--- config.mk ---
export PLATFORM = sky130hd
export DESIGN_NAME = store_subsystem
export DESIGN_NICKNAME = d
export VERILOG_FILES = /design/src/sq_pkg.sv /design/src/mem_pkg.sv /design/src/store_subsystem.sv /design/src/store_queue.sv /design/src/store_forward.sv /design/src/store_format.sv /design/src/newest_select.sv
export SDC_FILE = /design/constraint.sdc
export NUM_CORES = 2
export LEC_CHECK = 0
export BUFFER_PORTS_ARGS = -buffer_cell sky130_fd_sc_hd__buf_2
export CORE_MARGIN = 3
export CORE_UTILIZATION = 50
export CTS_CLUSTER_SIZE = 24
export DETAILED_ROUTE_END_ITERATION = 8
export PLACE_DENSITY_LB_ADDON = 0.2
export REMOVE_ABC_BUFFERS = 1
export SLEW_MARGIN = 20
export SYNTH_ARGS = -nofsm -noshare
export SYNTH_HDL_FRONTEND = slang
export SYNTH_SLANG_ARGS = --single-unit
--- constraint.sdc ---
create_clock -name clock -period 13.4 [get_ports clock]
set_clock_uncertainty 0.2 [all_clocks]
set_input_delay 3.35 -clock clock [delete_from_list [all_inputs] [get_ports clock]]
set_output_delay 3.35 -clock clock [all_outputs]
set_load 0.01 [all_outputs]
--- src/sq_pkg.sv ---
package sq_pkg;

    // queue entries and the index into them
    localparam int sq_depth    = 8;
    localparam int sq_idx_bits = $clog2(sq_depth);

    // index plus one wrap bit, so full and empty differ
    localparam int sq_ptr_bits = sq_idx_bits + 1;

    // most stores that dispatch or retire in one cycle
    localparam int dispatch_width = 2;
    localparam int dispatch_bits  = $clog2(dispatch_width + 1);

    // occupancy counts from 0 to sq_depth
    localparam int sq_count_bits = $clog2(sq_depth + 1);

endpackage

--- src/mem_pkg.sv ---
package mem_pkg;

    // byte address and one data word
    localparam int addr_width = 32;
    localparam int data_width = 32;

    // bytes per word and the offset bits that pick a lane
    localparam int byte_bits  = 8;
    localparam int byte_lanes = data_width / byte_bits;
    localparam int lane_bits  = $clog2(byte_lanes);

    // address of a whole word with the lane offset dropped
    localparam int word_addr_width = addr_width - lane_bits;

    // access size of a store
    typedef enum logic [1:0] {
        size_byte = 2'd0,
        size_half = 2'd1,
        size_word = 2'd2
    } store_size_e;

endpackage
--- src/store_subsystem.sv ---
module store_subsystem (
    input  logic                             clock,
    input  logic                             reset,
    input  logic [sq_pkg::dispatch_bits-1:0] stores_dispatching,
    input  logic                             resolve_valid,
    input  logic [sq_pkg::sq_idx_bits-1:0]   resolve_idx,
    input  logic [mem_pkg::addr_width-1:0]   resolve_addr,
    input  mem_pkg::store_size_e             resolve_size,
    input  logic [mem_pkg::data_width-1:0]   resolve_data,
    input  logic [sq_pkg::dispatch_bits-1:0] stores_retiring,
    input  logic                             restore_valid,
    input  logic [sq_pkg::sq_ptr_bits-1:0]   restore_tail,
    input  logic [mem_pkg::addr_width-1:0]   load_addr,
    input  logic [sq_pkg::sq_ptr_bits-1:0]   load_tail,
    input  logic                             store_req_accepted,
    output logic [sq_pkg::dispatch_bits-1:0] sq_spots,
    output logic [sq_pkg::sq_ptr_bits-1:0]   sq_tail,
    output logic [sq_pkg::sq_depth-1:0]      unresolved_mask,
    output logic [mem_pkg::data_width-1:0]   forward_data,
    output logic [mem_pkg::byte_lanes-1:0]   forward_mask,
    output logic                             store_req_valid,
    output logic [mem_pkg::addr_width-1:0]   store_req_addr,
    output logic [mem_pkg::data_width-1:0]   store_req_data,
    output logic [mem_pkg::byte_lanes-1:0]   store_req_byte_mask
);
    import mem_pkg::*;
    import sq_pkg::*;

    // formatted entry from the execution stage
    logic [sq_depth-1:0]        entry_write;
    logic [word_addr_width-1:0] entry_addr;
    logic [data_width-1:0]      entry_data;
    logic [byte_lanes-1:0]      entry_byte_mask;

    store_format u_format (
        .resolve_valid   (resolve_valid),
        .resolve_idx     (resolve_idx),
        .resolve_addr    (resolve_addr),
        .resolve_size    (resolve_size),
        .resolve_data    (resolve_data),
        .entry_write     (entry_write),
        .entry_addr      (entry_addr),
        .entry_data      (entry_data),
        .entry_byte_mask (entry_byte_mask)
    );

    store_queue u_queue (
        .clock               (clock),
        .reset               (reset),
        .stores_dispatching  (stores_dispatching),
        .entry_write         (entry_write),
        .entry_addr          (entry_addr),
        .entry_data          (entry_data),
        .entry_byte_mask     (entry_byte_mask),
        .stores_retiring     (stores_retiring),
        .restore_valid       (restore_valid),
        .restore_tail        (restore_tail),
        .load_addr           (load_addr),
        .load_tail           (load_tail),
        .store_req_accepted  (store_req_accepted),
        .sq_spots            (sq_spots),
        .sq_tail             (sq_tail),
        .unresolved_mask     (unresolved_mask),
        .forward_data        (forward_data),
        .forward_mask        (forward_mask),
        .store_req_valid     (store_req_valid),
        .store_req_addr      (store_req_addr),
        .store_req_data      (store_req_data),
        .store_req_byte_mask (store_req_byte_mask)
    );

endmodule

--- src/store_queue.sv ---
module store_queue (
    input  logic                                clock,
    input  logic                                reset,
    input  logic [sq_pkg::dispatch_bits-1:0]    stores_dispatching,
    input  logic [sq_pkg::sq_depth-1:0]         entry_write,
    input  logic [mem_pkg::word_addr_width-1:0] entry_addr,
    input  logic [mem_pkg::data_width-1:0]      entry_data,
    input  logic [mem_pkg::byte_lanes-1:0]      entry_byte_mask,
    input  logic [sq_pkg::dispatch_bits-1:0]    stores_retiring,
    input  logic                                restore_valid,
    input  logic [sq_pkg::sq_ptr_bits-1:0]      restore_tail,
    input  logic [mem_pkg::addr_width-1:0]      load_addr,
    input  logic [sq_pkg::sq_ptr_bits-1:0]      load_tail,
    input  logic                                store_req_accepted,
    output logic [sq_pkg::dispatch_bits-1:0]    sq_spots,
    output logic [sq_pkg::sq_ptr_bits-1:0]      sq_tail,
    output logic [sq_pkg::sq_depth-1:0]         unresolved_mask,
    output logic [mem_pkg::data_width-1:0]      forward_data,
    output logic [mem_pkg::byte_lanes-1:0]      forward_mask,
    output logic                                store_req_valid,
    output logic [mem_pkg::addr_width-1:0]      store_req_addr,
    output logic [mem_pkg::data_width-1:0]      store_req_data,
    output logic [mem_pkg::byte_lanes-1:0]      store_req_byte_mask
);
    import mem_pkg::*;
    import sq_pkg::*;

    // entry storage
    logic [sq_depth-1:0][word_addr_width-1:0] addr_q;
    logic [sq_depth-1:0][data_width-1:0]      data_q;
    logic [sq_depth-1:0][byte_lanes-1:0]      mask_q;

    logic [sq_ptr_bits-1:0]   retire_head;
    logic [sq_ptr_bits-1:0]   drain_head;
    logic [sq_ptr_bits-1:0]   next_drain_head;
    logic [sq_ptr_bits-1:0]   keep_span;
    logic [sq_count_bits-1:0] sq_count;
    logic [sq_count_bits-1:0] retired_count;
    logic [sq_count_bits-1:0] free_slots;
    logic [sq_depth-1:0]      unresolved;
    logic [sq_depth-1:0]      dispatch_slots;
    logic [sq_depth-1:0]      survive;
    logic [sq_depth-1:0]      write_keep;
    logic [sq_idx_bits-1:0]   drain_idx;
    logic                     drain_fire;

    assign free_slots = sq_count_bits'(sq_depth) - sq_count;
    assign sq_spots   = (free_slots < sq_count_bits'(dispatch_width))
                        ? dispatch_bits'(free_slots) : dispatch_bits'(dispatch_width);

    // a store resolving this cycle already counts as resolved
    assign unresolved_mask = unresolved & ~entry_write;

    // oldest retired entry goes to the cache
    assign drain_idx           = drain_head[sq_idx_bits-1:0];
    assign store_req_valid     = retired_count != '0;
    assign store_req_addr      = {addr_q[drain_idx], lane_bits'(0)};
    assign store_req_data      = data_q[drain_idx];
    assign store_req_byte_mask = mask_q[drain_idx];
    assign drain_fire          = store_req_valid && store_req_accepted;
    assign next_drain_head     = drain_head + sq_ptr_bits'(drain_fire);

    // speculative stores that a restore keeps
    assign keep_span = restore_tail - retire_head;

    always_comb begin
        logic [sq_idx_bits-1:0] from_tail;
        logic [sq_idx_bits-1:0] from_retire;
        for (int i = 0; i < sq_depth; i++) begin
            from_tail         = sq_idx_bits'(i) - sq_tail[sq_idx_bits-1:0];
            from_retire       = sq_idx_bits'(i) - retire_head[sq_idx_bits-1:0];
            dispatch_slots[i] = !restore_valid && ({1'b0, from_tail} < stores_dispatching);
            survive[i]        = {1'b0, from_retire} < keep_span;
        end
    end

    // a resolve into a squashed slot is dropped
    assign write_keep = restore_valid ? (entry_write & survive) : entry_write;

    always_ff @(posedge clock) begin
        if (reset) begin
            sq_tail       <= '0;
            retire_head   <= '0;
            drain_head    <= '0;
            sq_count      <= '0;
            retired_count <= '0;
            unresolved    <= '0;
            mask_q        <= '0;
        end else begin
            retire_head   <= retire_head + sq_ptr_bits'(stores_retiring);
            drain_head    <= next_drain_head;
            retired_count <= retired_count + sq_count_bits'(stores_retiring)
                             - sq_count_bits'(drain_fire);
            if (restore_valid) begin
                sq_tail    <= restore_tail;
                // equal index with opposite wrap bit reads as full
                sq_count   <= sq_count_bits'(restore_tail - next_drain_head);
                unresolved <= unresolved_mask & survive;
            end else begin
                sq_tail    <= sq_tail + sq_ptr_bits'(stores_dispatching);
                sq_count   <= sq_count + sq_count_bits'(stores_dispatching)
                              - sq_count_bits'(drain_fire);
                unresolved <= unresolved_mask | dispatch_slots;
            end
            // new slots start with no bytes so they never forward stale data
            for (int i = 0; i < sq_depth; i++) begin
                if (write_keep[i]) begin
                    mask_q[i] <= entry_byte_mask;
                end else if (dispatch_slots[i]) begin
                    mask_q[i] <= '0;
                end
            end
        end
    end

    always_ff @(posedge clock) begin
        for (int i = 0; i < sq_depth; i++) begin
            if (write_keep[i]) begin
                addr_q[i] <= entry_addr;
                data_q[i] <= entry_data;
            end
        end
    end

    store_forward u_forward (
        .load_addr      (load_addr),
        .load_tail      (load_tail),
        .drain_head     (drain_head),
        .entry_addr_all (addr_q),
        .entry_mask_all (mask_q),
        .entry_data_all (data_q),
        .forward_data   (forward_data),
        .forward_mask   (forward_mask)
    );

endmodule

--- src/store_forward.sv ---
module store_forward (
    input  logic [mem_pkg::addr_width-1:0]                        load_addr,
    input  logic [sq_pkg::sq_ptr_bits-1:0]                        load_tail,
    input  logic [sq_pkg::sq_ptr_bits-1:0]                        drain_head,
    input  logic [sq_pkg::sq_depth*mem_pkg::word_addr_width-1:0]  entry_addr_all,
    input  logic [sq_pkg::sq_depth*mem_pkg::byte_lanes-1:0]       entry_mask_all,
    input  logic [sq_pkg::sq_depth*mem_pkg::data_width-1:0]       entry_data_all,
    output logic [mem_pkg::data_width-1:0]                        forward_data,
    output logic [mem_pkg::byte_lanes-1:0]                        forward_mask
);
    import mem_pkg::*;
    import sq_pkg::*;

    logic [word_addr_width-1:0] load_word;
    logic [sq_idx_bits-1:0]     tail_idx;
    logic [sq_ptr_bits-1:0]     live;
    logic [sq_depth-1:0]        window;

    assign load_word = load_addr[addr_width-1:lane_bits];
    assign tail_idx  = load_tail[sq_idx_bits-1:0];

    // undrained stores older than the load, zero when the pointers are equal
    assign live = load_tail - drain_head;

    // older stores occupy the top live positions after rotation
    // a drain head already past the load tail leaves nothing to forward
    always_comb begin
        window = '0;
        for (int p = 0; p < sq_depth; p++) begin
            if (int'(live) <= sq_depth && p >= sq_depth - int'(live)) begin
                window[p] = 1'b1;
            end
        end
    end

    for (genvar lane = 0; lane < byte_lanes; lane++) begin : g_lane
        logic [sq_depth-1:0]  hit_rot;
        logic [sq_depth-1:0]  pick;
        logic [byte_bits-1:0] lane_byte;
        logic                 lane_hit;

        // position p holds entry tail_idx + p, the entry just below the tail on top
        always_comb begin
            logic [sq_idx_bits-1:0] idx;
            for (int p = 0; p < sq_depth; p++) begin
                idx        = tail_idx + sq_idx_bits'(p);
                hit_rot[p] = window[p]
                    && entry_mask_all[idx*byte_lanes + lane]
                    && entry_addr_all[idx*word_addr_width +: word_addr_width] == load_word;
            end
        end

        newest_select u_newest (
            .req (hit_rot),
            .gnt (pick)
        );

        // map the winning position back to its entry
        always_comb begin
            logic [sq_idx_bits-1:0] idx;
            lane_byte = '0;
            lane_hit  = 1'b0;
            for (int p = 0; p < sq_depth; p++) begin
                idx = tail_idx + sq_idx_bits'(p);
                if (pick[p]) begin
                    lane_byte = entry_data_all[idx*data_width + lane*byte_bits +: byte_bits];
                    lane_hit  = 1'b1;
                end
            end
        end

        assign forward_data[lane*byte_bits +: byte_bits] = lane_byte;
        assign forward_mask[lane]                        = lane_hit;
    end

endmodule

--- src/store_format.sv ---
module store_format (
    input  logic                               resolve_valid,
    input  logic [sq_pkg::sq_idx_bits-1:0]     resolve_idx,
    input  logic [mem_pkg::addr_width-1:0]     resolve_addr,
    input  mem_pkg::store_size_e               resolve_size,
    input  logic [mem_pkg::data_width-1:0]     resolve_data,
    output logic [sq_pkg::sq_depth-1:0]        entry_write,
    output logic [mem_pkg::word_addr_width-1:0] entry_addr,
    output logic [mem_pkg::data_width-1:0]     entry_data,
    output logic [mem_pkg::byte_lanes-1:0]     entry_byte_mask
);
    import mem_pkg::*;
    import sq_pkg::*;

    logic [lane_bits-1:0]  offset;
    logic [lane_bits-1:0]  lane_shift;
    logic [byte_lanes-1:0] base_mask;

    assign offset     = resolve_addr[lane_bits-1:0];
    assign entry_addr = resolve_addr[addr_width-1:lane_bits];

    // lowest lane touched and the lane pattern for each size
    always_comb begin
        case (resolve_size)
            size_byte: begin
                lane_shift = offset;
                base_mask  = byte_lanes'(1);
            end
            size_half: begin
                // halves sit on an even lane
                lane_shift = {offset[lane_bits-1:1], 1'b0};
                base_mask  = byte_lanes'(3);
            end
            default: begin
                lane_shift = '0;
                base_mask  = '1;
            end
        endcase
    end

    // low bytes of the raw data move up into their lanes
    assign entry_data      = resolve_data << (lane_shift * byte_bits);
    assign entry_byte_mask = base_mask << lane_shift;

    assign entry_write = resolve_valid ? (sq_depth'(1) << resolve_idx) : '0;

endmodule

--- src/newest_select.sv ---
module newest_select (
    input  logic [sq_pkg::sq_depth-1:0] req,
    output logic [sq_pkg::sq_depth-1:0] gnt
);
    import sq_pkg::*;

    // scan upwards so the highest set request wins
    always_comb begin
        gnt = '0;
        for (int i = 0; i < sq_depth; i++) begin
            if (req[i]) begin
                gnt    = '0;
                gnt[i] = 1'b1;
            end
        end
    end

endmodule

## Yosys cells after proc, flatten, opt, wreduce, memory -nomap -nowiden

Index checks and enable logic that the tools add are counted.

- Input port bits: 118
- Register bits after elaboration: 556
- Word-level logic and storage cells: 527
- ROM bits: 0
- Latch bits: 0
- Memories kept: 0
- Memory bits (writable): 0

- Shifts and indexed selects: 43
- Add/sub/neg operators: 83
- Muxes and demuxes: 198
- Multipliers: 8
- Magnitude comparators: 59
- Equality and inequality tests: 9
- Div/mod/pow operators: 0
- Reduce and logical (&&, ||, !) cells: 92
- Bitwise operators: 5

Operators with widths:

| operator | number |
|---|---|
| $shiftx 256x10->8 | 24 |
| $shiftx 256x9->8 | 8 |
| $shiftx 240x9->30 | 8 |
| $mux 8 | 39 |
| $eq 30x30->1 | 8 |
| $add 8x5->9 const B | 16 |
| $lt 6x6->1 const B | 24 |
| $bmux 1 s5 | 24 |
| $add 5x2->6 const B | 16 |
| $bmux 32 s3 | 1 |
| $mux 4 | 23 |
| $bmux 30 s3 | 1 |
| $logic_and 1x1->1 | 81 |
| $mux 1 | 76 |
| $add 8x4->9 const B | 8 |
| $mul 3x4->7 const B | 8 |
| $add 5x1->6 const B | 8 |
| $lt 5x6->1 const B | 8 |
| $lt 3x4->1 | 8 |
| $mux 32 | 1 |
| $shl 32x5->32 | 1 |
| $mux 30 | 1 |
| $mux 7 | 4 |
| $and 8x8->8 | 3 |
| 37 further kinds | 98 |

## Longest topological paths before layout

- Depth in word-level cells: 23
- Gate-level depth with buffers: 33
- Mapped depth without buffers: 17

## By module

A second synthesis with hierarchy kept.

- Cell total of the unflattened synthesis: 3825
- Area, all modules: 47580.6 um^2

Modules (own cells, without submodules):

| module | area an instance (um^2) | instances | cells an instance |
|---|---|---|---|
| store_forward | 23695.2 | 1 | 2491 |
| store_queue | 22451.5 | 1 | 1138 |
| store_format | 1113.6 | 1 | 156 |
| newest_select | 80.1 | 4 | 10 |

## Least setup slack after synthesis

OpenSTA, ideal clock, no wires.

- Kind: input-to-output
- From: input load_tail[1] (netlist bit)
- To: output forward_data[16] (netlist bit)
- Cell stages on the path: 33
- Data arrival time: 10036 ps
- Slack: -186 ps
- Path buffers: 19
- Path through: buf_6 > buf_6 > buf_12 > buf_12 > buf_6 > buf_2 > buf_2 > buf_2 > clkbuf_1 > clkbuf_1 > buf_2 > buf_1 > inv_1 > ha_1 > buf_4 > buf_4 > buf_6 > buf_4 > buf_4 > buf_6 > buf_6 > mux4_2 > xnor2_1 > nand4_1 > nor3_1 > a31oi_1 > nor4_4 > nand2_1 > and4b_1 > a222oi_1 > o221ai_1 > nand3_1 > o221ai_1

- Cells in the longest elaborated chain, start to end: 23
- Elaborated cells between the ends (all ways): 130

RTL lines:

| item | RTL line | source |
|---|---|---|
| start: declaration | store_subsystem.sv:14 | `input logic [sq_pkg::sq_ptr_bits-1:0] load_tail,` |
| parallel branches: the longest is 22 deep, another holds $mul 3x4->7 | n/a |  |
| $mux 8 * | store_forward.sv:65 | `if (pick[p]) begin` |
| end: declaration | store_subsystem.sv:19 | `output logic [mem_pkg::data_width-1:0] forward_data,` |

Mark *: on every way between the ends. The select of a mux whose other input is x is not followed.

## Final worst setup path

- From: input load_tail[1] (netlist bit)
- To: output forward_data[25] (netlist bit)

Same word-level chain as after synthesis.

==> metrics.txt <==
Ys Warns=0; DRC=0; gr ovfl total=0; critical-path maximum fanout=25; min-delay worst type=reg2reg; starting density of the core=50.6%; Main synth FF type=edfxtp_1; top-area cell type share of the netlist area=between 30% and 40%; Worst-Margin Slew=1.17 ns; Fmax=0.0770 GHz; clock sinks=approximately 560; NetSw=1990 µW; most frequent CP cell=o211ai_1; NumNets Final=approximately 4.3k; Via density=7.02; Power Total=5940 µW; # port buffers=232; RSZ-0062 raised after global routing=no; Design Area, Final=between 50000 and 60000 µm²; GRT Total Usage=between 30% and 40%; largest net degree at the start of global routing=143; vias in the first global route=36.0k; Final Max Tran Viols=0; VDD IR max=0.123 mV; dpl cell area=50000 µm²; sequential area share after synthesis=33.5%; CP max stage delay=0.89 ns; vias=38.3k; CP cell instances=buf_8 -> inv_1 -> ha_4 -> buf_12 -> mux4_1 -> xnor2_1 -> nand3b_1 -> nor4_1 -> o211ai_1 -> nor4_4 -> nand2_1 -> nand4b_1 -> nor2_1 -> o31ai_1 -> o211ai_1 -> buf_2; initial antenna violation count=14; status=finished, final reports clean; Die Wd=around 320 µm; Post-synth EDFFs=496; final setup vio count=0; CTS Root Cell=clkbuf_16; commonest non-fill, non-tap cells in the layout=692 x nand2_1, 607 x mux4_2, 496 x edfxtp_1; final setup margin=roughly 0.42 ns; FP Rows=between 100 and 150; DIE AREA=100000 µm²; WL per Instance=between 30 and 40 µm; clk_lat worst skew=0.64 ns; crit path kind=in2out; Ports=237; TritonRoute pass-1 iters=8; Clock Power Share=a little under a third; RePlAce Congestion=1.02; post-route setup TNS=0 ns; commonest non-fill, non-tap cell in the layout=nand2_1; # fillers=7971; minimum clock period=12.98 ns; Post-Place Worst Slack=0.672 ns; first-pass GRT wire length=242000 µm; clock-pin transition on the worst setup and hold timing paths=0.05 ns; relative slew slack=21.9%; worst endpoint required time=around 9.9 ns; Hold Fails Final Rpt=0; Pint=3950 µW; 1st-iter DRT viols=roughly 5.6k; top cells by area, synth=edfxtp_1 31%, mux4_2 28%, mux2i_1 6.2%; Combinational Power Share=33.5%; Mapped Area=48100 µm²; area leader, netlist=edfxtp_1; mean area per synthesized cell=11.8 µm²; Post-synth ARST share=0%; Clock Path Buffers=3; sw frac=33.5%; post-cts resize count=0; CTS tree=built; area grow syn2layout=8.69%; Tcrit/Tclk final=96.9%; Placeable Area=between 90000 and 100000 µm²; CP max-delay cell=nor4_4; DRT Wirelength=166000 µm; ratio of cells with drive above 1 in the final layout=27.1%; crit path buf inv count=4; Worst EP arrival=9.43 ns; Leak=0.0187 µW; CTS Hold Buffers Added=0; Setup Buffers After CTS=0; Antenna Nets Post-Route=0; kind of cell adding the most delay to the critical path=simple AND/OR/NAND/NOR gates; Yosys reg bits=between 500 and 600; Reg power frac=34.8%; CTS HTree Levels=3; CP endpoint kind=output port; Cell variety after synth=89; max cap viols=0; CP startpoint kind=input port; height of the die=316 µm; HPWL Detailed=approximately 110000 µm; CTS Buf Count=between 60 and 70; PwrDens=roughly 110 nW/µm²; Syn Inst Count=4080
-- area by class of cell --
class                      count  area, µm²  area share [%]
multi-input combinational   3112      30100            57.5
inverter                      72        292           0.558
timing repair buffer         329       1990            3.80
clock inverter                34        452           0.864
clock buffer                  81       1760            3.36
tap                         1265       1580            3.03
sequential                   556      16100            30.8
antenna                       11       27.5          0.0526
-- metrics by stage --
step                      util, %  hold WS (ns)  std cells
after floorplan                 -         0.240       3740
after global placement       52.6         0.267       5334
after detailed placement     52.6         0.267       5334
after CTS                    54.9         0.277       5449
after global routing         54.9         0.301       5453
final                        55.0         0.273       5460
-- flip-flops by register name, indices dropped and copies added (netlist names) --
signal / cells
u_queue.mask_q: 32
u_queue.sq_tail: 4
u_queue.data_q: 256
u_queue.retired_count: 4
u_queue.addr_q: 240
u_queue.retire_head: 4
u_queue.unresolved: 8
u_queue.drain_head: 4
u_queue.sq_count: 4
-- routing by layer --
layer	vias up	track usage, %	part of all wire, %
met2	2525	50.3	46
met5	-	0	0.033
met1	19300	45.4	38
met3	387	8.23	12
met4	8	13.5	4.4
li1	16100	-	-
-- cell families (layout without fill, tap and decap cells) --
| kind of cell | count (synthesis) | in the layout | synth area share (%) |
|---|---|---|---|
| xor+xnor | 278 | 278 | 5.09 |
| fa+ha+maj | 60 | 60 | 1.69 |
| flops | 556 | 556 | 33.5 |
| compound gates | 554 | 554 | 7.85 |
| mux | 951 | 951 | 36.0 |
| simple gates | 1267 | 1267 | 11.5 |
| buf+inv | 413 | 516 | 4.33 |
| other cells | 1 | 13 | 0.00780 |
-- cell usage after synthesis, types with 8 or more instances --
cell and count:
dfxtp_1 60, mux4_2 607, buf_4 37, inv_1 70, o22ai_1 37, nor2_1 231
buf_1 56, xnor2_1 212, buf_2 76, or2_2 14, nand3_1 100, a211oi_1 27
mux2_2 36, buf_6 31, o221a_2 11, and2_1 20, edfxtp_1 496, ha_1 52
xor2_1 65, fa_1 8, nand4_1 39, a21oi_1 110, a22oi_1 83, o21ai_0 69
mux4_1 11, clkbuf_1 135, a221oi_1 8, o31ai_1 11, o211ai_1 14, nand2b_1 25
nand2_1 692, nor2b_1 24, and3_1 20, a21o_1 33, nor3_1 46, a31oi_1 49
o221ai_1 22, nor4_1 16, a21boi_0 12, mux2i_1 297
-- power groups by stage --
| stage | combinational, µW | sequential (µW) | clock [µW] |
|---|---|---|---|
| after floorplan | 1420 | 2140 | 0 |
| after global placement | 1960 | 2090 | 0 |
| after detailed placement | 1980 | 2100 | 0 |
| after CTS | 1980 | 2060 | 1910 |
| after global routing | 2140 | 2070 | 1980 |
| final | 1990 | 2060 | 1880 |
-- path summary, 6_finish.rpt --
check                          endpoint  depth (start not counted)  slack, ns                   start
hold / removal    u_queue.unresolved[3]                          2       0.27   u_queue.unresolved[3]
hold reg to reg   u_queue.unresolved[3]                          2       0.27   u_queue.unresolved[3]
setup / recovery       forward_data[25]                         16       0.42            load_tail[1]
setup reg to reg      u_queue.addr_q[7]                          9       8.44  u_queue.retire_head[1]
-- worst min-delay path, stage by stage, from the launching register on --
cell and delay [ns]:
dfxtp_1 0.30, nand2_1 0.06, a211oi_1 0.06
No activity file was read; power rests on OpenSTA's default activity.
